**config.mk**
```make
export PLATFORM = sky130hd
export DESIGN_NAME = cnn_top
export DESIGN_NICKNAME = d
export VERILOG_FILES = /design/src/cnn_pkg.sv /design/src/cnn_top.sv /design/src/cnn_ctrl.sv /design/src/cnn_result_packer.sv /design/src/cnn_window_walker.sv /design/src/cnn_dot_product.sv
export SDC_FILE = /design/constraint.sdc
export NUM_CORES = 1
export LEC_CHECK = 0
export BUFFER_PORTS_ARGS = -buffer_cell sky130_fd_sc_hd__buf_2
export CAP_MARGIN = 20
export CELL_PAD_IN_SITES_DETAIL_PLACEMENT = 1
export CELL_PAD_IN_SITES_GLOBAL_PLACEMENT = 2
export CORE_ASPECT_RATIO = 1.1
export CORE_MARGIN = 3
export CORE_UTILIZATION = 30
export CTS_CLUSTER_DIAMETER = 200
export DETAILED_ROUTE_END_ITERATION = 7
export PLACE_DENSITY = 0.59
export SLEW_MARGIN = 0
export SYNTH_ARGS = -nofsm -noshare
export SYNTH_HDL_FRONTEND = slang
export SYNTH_SLANG_ARGS = --single-unit
```
**constraint.sdc**
```tcl
create_clock -name clk -period 11.81 [get_ports clk]
set_clock_uncertainty 0.05 [all_clocks]
set_input_delay 1.7715 -clock clk [delete_from_list [all_inputs] [get_ports clk]]
set_output_delay 1.7715 -clock clk [all_outputs]
set_load 0.05 [all_outputs]
```
**src/cnn_pkg.sv**
```systemverilog
// fixed 4x4 kernel and 4-byte reads, pictures from 4x4 up to 64x64, byte addresses of 19 bits
`default_nettype none

package cnn_pkg;

  // ==================================================
  // sizes
  // ==================================================
  localparam int KSIZE   = 4;                     // kernel side, lane count, bytes per read
  localparam int MAX_DIM = 64;                    // largest picture side
  localparam int ADDR_W  = 19;                    // byte address width
  localparam int DIM_W   = $clog2(MAX_DIM) + 1;   // holds MAX_DIM itself
  localparam int BYTE_W  = 8;
  localparam int WORD_W  = BYTE_W * KSIZE;        // one memory word

  // ==================================================
  // scalar types
  // ==================================================
  typedef logic        [ADDR_W-1:0] addr_t;    // byte address
  typedef logic        [DIM_W-1:0]  dim_t;     // row or column count
  typedef logic        [BYTE_W-1:0] pix_t;     // unsigned pixel
  typedef logic signed [BYTE_W-1:0] wgt_t;     // signed weight
  typedef logic signed [31:0]       acc_t;     // window sum, bias
  typedef logic        [WORD_W-1:0] word_t;    // 4 bytes, byte 0 in the low lane

  // software setup, 90 bits
  typedef struct packed {
    addr_t addr_pic;    // picture base
    addr_t addr_wgt;    // 16 weight bytes, row major
    addr_t addr_bias;   // one signed 32-bit word
    addr_t addr_res;    // result bytes, word aligned
    dim_t  rows;
    dim_t  cols;
  } cfg_t;

  // read request, req is a single-cycle pulse
  typedef struct packed {
    logic  req;
    addr_t addr;
  } rd_req_t;

  // read response, one valid pulse per request
  typedef struct packed {
    logic  valid;
    word_t data;
  } rd_rsp_t;

  // write request, held until ack
  typedef struct packed {
    logic  req;
    addr_t addr;
    word_t data;
  } wr_req_t;

  // controller FSM
  typedef enum logic [2:0] {
    IDLE      = 3'd0,
    LOAD_WGT  = 3'd1,   // four kernel rows
    LOAD_BIAS = 3'd2,
    READ      = 3'd3,   // issue one picture row read, or go write
    WAIT      = 3'd4,   // response plus pipeline drain
    WRITE     = 3'd5,
    FINISH    = 3'd6
  } ctrl_state_t;

endpackage

`default_nettype wire
```
**src/cnn_top.sv**
```systemverilog
// single-channel 4x4 convolution, stride 1, bias and 0..255 clamp; cfg stable while busy
`timescale 1ns/10ps
`default_nettype none

module cnn_top (
  input  logic             clk,
  input  logic             rst_n,
  input  cnn_pkg::cfg_t    cfg,
  input  logic             go,
  output logic             busy,
  output logic             done,
  output cnn_pkg::rd_req_t rd,
  input  cnn_pkg::rd_rsp_t rd_rsp,
  output cnn_pkg::wr_req_t wr,
  input  logic             wr_ack
);

  cnn_pkg::addr_t row_addr;
  logic [1:0]     krow;
  logic           win_last;
  logic           pic_last;
  logic           row_valid;
  logic           bias_valid;
  cnn_pkg::word_t kernel [cnn_pkg::KSIZE];
  logic           start;
  logic           word_ready;
  logic           dp_valid;
  cnn_pkg::acc_t  dp_res;

  // ==================================================
  // sequencing and read channel
  // ==================================================
  cnn_ctrl u_ctrl (
    .clk        (clk),
    .rst_n      (rst_n),
    .go         (go),
    .cfg        (cfg),
    .row_addr   (row_addr),
    .rd_rsp     (rd_rsp),
    .word_ready (word_ready),
    .pic_last   (pic_last),
    .wr_ack     (wr_ack),
    .rd         (rd),
    .row_valid  (row_valid),
    .bias_valid (bias_valid),
    .kernel     (kernel),
    .start      (start),
    .busy       (busy),
    .done       (done)
  );

  cnn_window_walker u_walker (
    .clk       (clk),
    .rst_n     (rst_n),
    .start     (start),
    .cfg       (cfg),
    .row_valid (row_valid),
    .row_addr  (row_addr),
    .krow      (krow),
    .win_last  (win_last),
    .pic_last  (pic_last)
  );

  // row data straight from the response, kernel row picked by krow
  cnn_dot_product u_dp (
    .clk       (clk),
    .rst_n     (rst_n),
    .row_valid (row_valid),
    .pix_row   (rd_rsp.data),
    .wgt_row   (kernel[krow]),
    .dp_valid  (dp_valid),
    .dp_res    (dp_res)
  );

  cnn_result_packer u_packer (
    .clk        (clk),
    .rst_n      (rst_n),
    .start      (start),
    .cfg        (cfg),
    .bias_valid (bias_valid),
    .bias       (cnn_pkg::acc_t'(rd_rsp.data)),
    .dp_valid   (dp_valid),
    .dp_res     (dp_res),
    .win_last   (win_last),
    .pic_last   (pic_last),
    .wr_ack     (wr_ack),
    .word_ready (word_ready),
    .wr         (wr)
  );

endmodule

`default_nettype wire

```
**src/cnn_ctrl.sv**
```systemverilog
// go is taken only in IDLE; one read outstanding at a time; missing wr_ack stalls in WRITE
`timescale 1ns/10ps
`default_nettype none

module cnn_ctrl (
  input  logic             clk,
  input  logic             rst_n,
  input  logic             go,
  input  cnn_pkg::cfg_t    cfg,
  input  cnn_pkg::addr_t   row_addr,     // from the walker
  input  cnn_pkg::rd_rsp_t rd_rsp,
  input  logic             word_ready,
  input  logic             pic_last,
  input  logic             wr_ack,
  output cnn_pkg::rd_req_t rd,
  output logic             row_valid,    // picture row in rd_rsp.data
  output logic             bias_valid,   // bias in rd_rsp.data
  output cnn_pkg::word_t   kernel [cnn_pkg::KSIZE],
  output logic             start,
  output logic             busy,
  output logic             done
);

  cnn_pkg::ctrl_state_t state;
  logic [1:0] wcnt;       // kernel row being loaded
  logic       rd_pend;    // load read issued, waiting
  logic [1:0] pipe;       // row response moving through dp and packer
  logic       pic_done;   // last picture row consumed

  assign start      = (state == cnn_pkg::IDLE) && go;
  assign row_valid  = (state == cnn_pkg::WAIT) && rd_rsp.valid;
  assign bias_valid = (state == cnn_pkg::LOAD_BIAS) && rd_pend && rd_rsp.valid;

  // ==================================================
  // read channel, single shared port
  // ==================================================
  always_comb
  begin
    rd.req  = 1'b0;
    rd.addr = row_addr;
    case (state)
      cnn_pkg::LOAD_WGT:
      begin
        rd.req  = !rd_pend;
        rd.addr = cfg.addr_wgt + cnn_pkg::addr_t'({wcnt, 2'b00});   // 4 bytes per row
      end
      cnn_pkg::LOAD_BIAS:
      begin
        rd.req  = !rd_pend;
        rd.addr = cfg.addr_bias;
      end
      cnn_pkg::READ: rd.req = !word_ready;   // pending word goes first
      default: rd.req = 1'b0;
    endcase
  end

  always_ff @(posedge clk)
  begin
    if (state == cnn_pkg::LOAD_WGT && rd_pend && rd_rsp.valid)
      kernel[wcnt] <= rd_rsp.data;
  end

  always_ff @(posedge clk or negedge rst_n)
  begin
    if (!rst_n)
    begin
      state    <= cnn_pkg::IDLE;
      wcnt     <= '0;
      rd_pend  <= 1'b0;
      pipe     <= '0;
      pic_done <= 1'b0;
      busy     <= 1'b0;
      done     <= 1'b0;
    end
    else
    begin
      done <= 1'b0;
      pipe <= {pipe[0], row_valid};
      if (pic_last)
        pic_done <= 1'b1;
      case (state)
        cnn_pkg::IDLE:
          if (go)
          begin
            state    <= cnn_pkg::LOAD_WGT;
            busy     <= 1'b1;
            wcnt     <= '0;
            rd_pend  <= 1'b0;
            pic_done <= 1'b0;
          end
        cnn_pkg::LOAD_WGT:
          if (!rd_pend)
            rd_pend <= 1'b1;
          else if (rd_rsp.valid)
          begin
            rd_pend <= 1'b0;
            wcnt    <= wcnt + 2'd1;
            if (wcnt == 2'd3)
              state <= cnn_pkg::LOAD_BIAS;
          end
        cnn_pkg::LOAD_BIAS:
          if (!rd_pend)
            rd_pend <= 1'b1;
          else if (rd_rsp.valid)
          begin
            rd_pend <= 1'b0;
            state   <= cnn_pkg::READ;
          end
        cnn_pkg::READ: state <= word_ready ? cnn_pkg::WRITE : cnn_pkg::WAIT;
        cnn_pkg::WAIT:
          if (pipe[1])
            state <= cnn_pkg::READ;   // packer has taken the row by now
        cnn_pkg::WRITE:
          if (wr_ack)
          begin
            if (pic_done)
            begin
              state <= cnn_pkg::FINISH;
              busy  <= 1'b0;
              done  <= 1'b1;
            end
            else
              state <= cnn_pkg::READ;
          end
        cnn_pkg::FINISH: state <= cnn_pkg::IDLE;
        default: state <= cnn_pkg::IDLE;
      endcase
    end
  end

endmodule

`default_nettype wire

```
**src/cnn_result_packer.sv**
```systemverilog
// bytes packed low lane first; a partial last word is zero padded; wr held until wr_ack
`timescale 1ns/10ps
`default_nettype none

module cnn_result_packer (
  input  logic             clk,
  input  logic             rst_n,
  input  logic             start,
  input  cnn_pkg::cfg_t    cfg,
  input  logic             bias_valid,
  input  cnn_pkg::acc_t    bias,
  input  logic             dp_valid,
  input  cnn_pkg::acc_t    dp_res,
  input  logic             win_last,    // with dp_valid, last row of the window
  input  logic             pic_last,    // with dp_valid, last row of the picture
  input  logic             wr_ack,
  output logic             word_ready,  // word waiting for write
  output cnn_pkg::wr_req_t wr
);

  cnn_pkg::acc_t  bias_q;
  cnn_pkg::acc_t  acc;         // running window sum
  cnn_pkg::acc_t  win_sum;     // finished window plus bias
  cnn_pkg::pix_t  act_byte;
  logic           byte_vld;    // act_byte valid this cycle
  logic           last_byte;   // ...and it is the picture's last
  logic [1:0]     lane;        // next free byte lane
  cnn_pkg::addr_t waddr;
  cnn_pkg::word_t wdata;

  // ==================================================
  // activation, clamp to 0..255
  // ==================================================
  always_comb
  begin
    if (win_sum < 0)
      act_byte = '0;
    else if (win_sum > 255)
      act_byte = 8'hff;
    else
      act_byte = win_sum[7:0];
  end

  always_ff @(posedge clk)
  begin
    if (bias_valid)
      bias_q <= bias;
    if (dp_valid && win_last)
      win_sum <= acc + dp_res + bias_q;   // 4th row closes the window
  end

  always_ff @(posedge clk or negedge rst_n)
  begin
    if (!rst_n)
    begin
      acc        <= '0;
      byte_vld   <= 1'b0;
      last_byte  <= 1'b0;
      lane       <= '0;
      word_ready <= 1'b0;
      waddr      <= '0;
      wdata      <= '0;
    end
    else if (start)
    begin
      acc        <= '0;
      byte_vld   <= 1'b0;
      last_byte  <= 1'b0;
      lane       <= '0;
      word_ready <= 1'b0;
      waddr      <= cfg.addr_res;
      wdata      <= '0;
    end
    else
    begin
      byte_vld  <= dp_valid && win_last;
      last_byte <= dp_valid && pic_last;
      if (dp_valid)
        acc <= win_last ? '0 : acc + dp_res;
      if (byte_vld)
      begin
        wdata[{lane, 3'b000} +: cnn_pkg::BYTE_W] <= act_byte;
        lane <= lane + 2'd1;   // wraps after a full word
        if (lane == 2'd3 || last_byte)
          word_ready <= 1'b1;
      end
      else if (word_ready && wr_ack)
      begin
        word_ready <= 1'b0;
        wdata      <= '0;   // clean lanes for the next word
        waddr      <= waddr + cnn_pkg::addr_t'(cnn_pkg::KSIZE);
      end
    end
  end

  assign wr.req  = word_ready;
  assign wr.addr = waddr;
  assign wr.data = wdata;

endmodule

`default_nettype wire

```
**src/cnn_window_walker.sv**
```systemverilog
// stride fixed at 1; rows and cols must be at least 4 and cfg stable while busy
`timescale 1ns/10ps
`default_nettype none

module cnn_window_walker (
  input  logic           clk,
  input  logic           rst_n,
  input  logic           start,       // clears the walk
  input  cnn_pkg::cfg_t  cfg,
  input  logic           row_valid,   // one picture row taken
  output cnn_pkg::addr_t row_addr,    // address of the next row to read
  output logic [1:0]     krow,        // kernel row for the current read
  output logic           win_last,    // aligned with dp_valid
  output logic           pic_last     // aligned with dp_valid
);

  cnn_pkg::dim_t org_row;   // window origin
  cnn_pkg::dim_t org_col;
  cnn_pkg::dim_t row_sel;   // picture row being read
  cnn_pkg::dim_t last_org_row;
  cnn_pkg::dim_t last_org_col;
  logic          row_end;   // origin at the last column
  logic          last_win;

  // ==================================================
  // address of picture byte (org_row+krow, org_col)
  // ==================================================
  assign row_sel  = org_row + cnn_pkg::dim_t'(krow);
  assign row_addr = cfg.addr_pic
                  + cnn_pkg::addr_t'(row_sel) * cnn_pkg::addr_t'(cfg.cols)
                  + cnn_pkg::addr_t'(org_col);

  assign last_org_row = cfg.rows - cnn_pkg::dim_t'(cnn_pkg::KSIZE);
  assign last_org_col = cfg.cols - cnn_pkg::dim_t'(cnn_pkg::KSIZE);
  assign row_end      = (org_col == last_org_col);   // next col would be cols-3
  assign last_win     = row_end && (org_row == last_org_row);

  always_ff @(posedge clk or negedge rst_n)
  begin
    if (!rst_n)
    begin
      org_row  <= '0;
      org_col  <= '0;
      krow     <= '0;
      win_last <= 1'b0;
      pic_last <= 1'b0;
    end
    else if (start)
    begin
      org_row  <= '0;
      org_col  <= '0;
      krow     <= '0;
      win_last <= 1'b0;
      pic_last <= 1'b0;
    end
    else
    begin
      // flags delayed one cycle to line up with the dot product result
      win_last <= row_valid && (krow == 2'd3);
      pic_last <= row_valid && (krow == 2'd3) && last_win;
      if (row_valid)
      begin
        krow <= krow + 2'd1;   // wraps after the 4th row
        if (krow == 2'd3)
        begin
          if (row_end)
          begin
            org_col <= '0;            // next window row
            org_row <= org_row + 1'b1;
          end
          else
            org_col <= org_col + 1'b1;
        end
      end
    end
  end

endmodule

`default_nettype wire

```
**src/cnn_dot_product.sv**
```systemverilog
// pixel bytes are unsigned, weight bytes signed; new row may enter every cycle
`timescale 1ns/10ps
`default_nettype none

module cnn_dot_product (
  input  logic           clk,
  input  logic           rst_n,
  input  logic           row_valid,   // pix_row and wgt_row valid
  input  cnn_pkg::word_t pix_row,
  input  cnn_pkg::word_t wgt_row,
  output logic           dp_valid,    // one cycle after row_valid
  output cnn_pkg::acc_t  dp_res
);

  cnn_pkg::pix_t px   [cnn_pkg::KSIZE];
  cnn_pkg::wgt_t wt   [cnn_pkg::KSIZE];
  cnn_pkg::acc_t sum;

  // 4 lanes, 9-bit signed pixel times 8-bit weight
  always_comb
  begin
    sum = '0;
    for (int i = 0; i < cnn_pkg::KSIZE; i++)
    begin
      px[i] = pix_row[i*cnn_pkg::BYTE_W +: cnn_pkg::BYTE_W];
      wt[i] = cnn_pkg::wgt_t'(wgt_row[i*cnn_pkg::BYTE_W +: cnn_pkg::BYTE_W]);
      sum   = sum + cnn_pkg::acc_t'(signed'({1'b0, px[i]})) * cnn_pkg::acc_t'(wt[i]);
    end
  end

  always_ff @(posedge clk or negedge rst_n)
  begin
    if (!rst_n)
      dp_valid <= 1'b0;
    else
      dp_valid <= row_valid;   // flag follows the data
  end

  always_ff @(posedge clk)
  begin
    if (row_valid)
      dp_res <= sum;
  end

endmodule

`default_nettype wire

```
==> flow_summary.ini <==
[status]
run_status = complete, no violations

[timing]
period_minus_slack_ns = 9.03
finalCritPeriodShare = 0.765
timing.max_slew.rel_slack = 0.301
finalSetupViolations = 0
rsz0062_at_grt = no
finalHoldViolations = 0
worst_pin_slew_ns = 1.05
fin_tns_setup_ns = 0
finalMaxSlewViolations = 0
postLayoutSetupSlackWorst_ns = 2.78
clock.fmax_mhz = 111

[clocking]
post_cts_resized = 0
clk_root_buffer_cell = sky130_fd_sc_hd__clkbuf_16
cts_max_level = 2
cts-buffers-inserted = 46
cts-hold-fix-buffers = 0
cts.sinks = 341
cts_tree = built
cts.clk_slew.worst_paths_ns = 0.06
worst_skew_pair.late_latency_ns = 0.63
post-cts-setup-buffers = 0
ctsLongestPathBuffers = 3

[critical_path]
rr_worst_depth = 28
reg2reg_setup_slack_ns = 2.78
r2r-end = u_dp.dp_res[18]$_DFFE_PP_
critPathSlowestCell = sky130_fd_sc_hd__dfrtp_2
required_time_at_the_worst_slack_endpoint_ns = 12.10
cpPeakStageDelay_ns = 0.68
worst_ep_arrival_time_ns = 9.32
rr_startpoint = u_walker.krow[0]$_DFFE_PN0P_
worstSetupEndpointType = flip-flop
crit_fanout = 26
worst_setup_path_type = reg2reg
kind_of_launch_point_of_the_worst_setup_path = flip-flop

[floorplan]
floorplan_die_area_mm2 = 0.104
starting_density = 0.304
core.rowCount = 121
chipWidth_um = 308
die_h_um = 339
io_pins = 201
core_area_mm2 = 0.0993

[synthesis]
top_ff_cell_synth = sky130_fd_sc_hd__edfxtp_1
synth_top_cells_by_count = sky130_fd_sc_hd__inv_1, sky130_fd_sc_hd__ha_1, sky130_fd_sc_hd__fa_1, sky130_fd_sc_hd__nand2_1, sky130_fd_sc_hd__edfxtp_1
mappedNetlistArea_mm2 = 0.0302
yosys-top-cells-area = sky130_fd_sc_hd__edfxtp_1, sky130_fd_sc_hd__fa_1, sky130_fd_sc_hd__ha_1
ys_ff_latch = 341
post_synth_inst_count = 2924
avgSynthCellArea_um2 = 10.3
seq_area_frac_synth = 0.320
synth_most_common_cell = sky130_fd_sc_hd__inv_1
synth-warning-count = 0
synth_edf_count = 224
synth_top_area_frac = 0.223
async_reset_ff_frac = 0.343
synth.largest_area_cell = sky130_fd_sc_hd__edfxtp_1
mappedNetlistNets = 3618
number_of_distinct_library_cells_after_synthesis = 76

[route]
wl_met1_mm = 39.0
drc_errors = 0
route.antenna.remaining_nets = 0
via_per_inst = 4.83
via_count = 21600
wl_met3_mm = 2.57
firstDrtPassIters = 5
highest_layer = met4
routed-wl-met2_mm = 46.3
wirelength_mm = 90.6
drt_wl_cell_um = 20.3
initialDrtViolationCount = 879

[finish]
final_instance_count_excl_fillers = 4472
nNetsFinal = 3837
drive_above_1_share = 0.113
flow.area_growth_from_synthesis_pct = 13.5
fillers = 11200
finish.utilization = 0.345

[place]
dp_cells = 4386
port_buffers = 200
detailedPlace.worstSlack_ns = 2.77
hpwl_mm = 72.0
gpl.final_weighted_congestion = 0.827

[hold_path]
hold-path-endpoint = u_packer.wdata[2]$_DFFE_PN0P_
timing.hold.worst_path_depth = 2
timing.hold.worst.start = u_packer.wdata[2]$_DFFE_PN0P_
min_path_type = reg2reg

[run]
drv_cap = 0

[global_routing]
via_count_of_the_first_global_routing_pass = 24700
grtUsageTotal = 0.177
grt_start_max_net_pins = 60
globalRoute.totalOverflow = 0
grt_first_pass_wirelength_mm = 143
number_of_antenna_violations_at_the_first_check_in_global_routing = 2
## worst max path at each step
stage                                            start                         to  slack [ns]  cells past startpoint
after floorplan                                 cfg[6]                     rd[15]        3.34                     14
after global placement    u_walker.krow[0]$_DFFE_PN0P_  u_dp.dp_res[18]$_DFFE_PP_        2.97                     28
after detailed placement  u_walker.krow[0]$_DFFE_PN0P_  u_dp.dp_res[20]$_DFFE_PP_        2.77                     28
after CTS                 u_walker.krow[0]$_DFFE_PN0P_  u_dp.dp_res[20]$_DFFE_PP_        2.73                     28
after global routing      u_walker.krow[0]$_DFFE_PN0P_  u_dp.dp_res[22]$_DFFE_PP_        2.07                     28
final                     u_walker.krow[0]$_DFFE_PN0P_  u_dp.dp_res[18]$_DFFE_PP_        2.78                     28
## cell usage in the layout (no fill, tap or decap), drive strengths merged, types with 5 or more instances in the layout
| cell | count |
|---|---|
| inv | 434 |
| ha | 305 |
| fa | 262 |
| nand2 | 257 |
| edfxtp | 224 |
| buf | 215 |
| and2 | 197 |
| o21ai | 163 |
| nor2 | 139 |
| dfrtp | 117 |
| xnor2 | 109 |
| a21oi | 98 |
| xor2 | 78 |
| clkbuf | 60 |
| a21o | 49 |
| nand3 | 49 |
| nor3 | 42 |
| mux4 | 29 |
| and3 | 29 |
| nor2b | 27 |
| nand2b | 22 |
| o21bai | 22 |
| a211oi | 20 |
| nand4 | 18 |
| a22oi | 17 |
| or2 | 17 |
| a31oi | 16 |
| clkinv | 16 |
| o21a | 14 |
| nor4 | 12 |
| or3 | 11 |
| mux2i | 10 |
| o31ai | 10 |
| a211o | 7 |
| a22o | 7 |
| o31a | 5 |
| o41ai | 5 |
## registers in the layout, summed over array words and instances, names as in the netlist, 2 cells and up
name              flops
u_walker.krow         2
u_packer.wdata       32
u_walker.org_col      7
u_packer.waddr       19
u_ctrl.kernel       128
u_packer.acc         32
u_packer.bias_q      32
u_ctrl.wcnt           2
u_packer.win_sum     32
u_walker.org_row      7
u_ctrl.pipe           2
u_packer.lane         2
u_dp.dp_res          32
u_ctrl.state          3
## through the flow
step	hold slack [ns]	area, um^2
3_3_place_gp	0.407	32700
3_5_place_dp	0.418	32700
2_1_floorplan	0.388	30200
5_1_grt	0.462	34200
4_1_cts	0.431	34200
6_report	0.430	34200
## per-layer routing
layer,vias up,global-route usage
li1,10300,-
met1,11000,0.217
met2,227,0.321
met3,110,0.0242
met4,0,0.0514
met5,-,0
## worst max-delay path: cells and delay by family (launching register included)
kind                     cells  cell delay, ns
XOR/XNOR                     2            0.32
flip-flops                   1            0.68
AND/OR/NAND/NOR              3            0.49
buffers and inverters        7            0.81
multiplexers                 1            0.67
AO/OA/AOI/OAI                7            1.90
adder cells (fa/ha/maj)      8            3.76
## cells by family (layout without fill, tap and decap cells)
group	Yosys count	count (layout)	share of synthesized area
AOI/OAI and AO/OA	478	478	0.102
adders and majority gates	567	567	0.300
other	0	1	0
muxes	43	43	0.0265
buffers and inverters	473	729	0.0593
DFF	341	341	0.320
xor gates and xnor gates	187	187	0.0543
and+or+nand+nor	835	835	0.138
## area by class of cell
| type | instances | area [um^2] | area share |
|---|---|---|---|
| multi-input combinational | 2110 | 18700 | 0.547 |
| sequential | 341 | 9660 | 0.282 |
| tap | 1291 | 1620 | 0.0472 |
| inverter | 429 | 1610 | 0.0470 |
| clock buffer | 60 | 1280 | 0.0375 |
| timing repair buffer | 215 | 1120 | 0.0326 |
| clock inverter | 25 | 214 | 0.00625 |
| antenna | 1 | 2.50 | 0.0000731 |
Power is not shown: default switching activity piles up to over one toggle a cycle in this logic, so the estimate is an artifact.
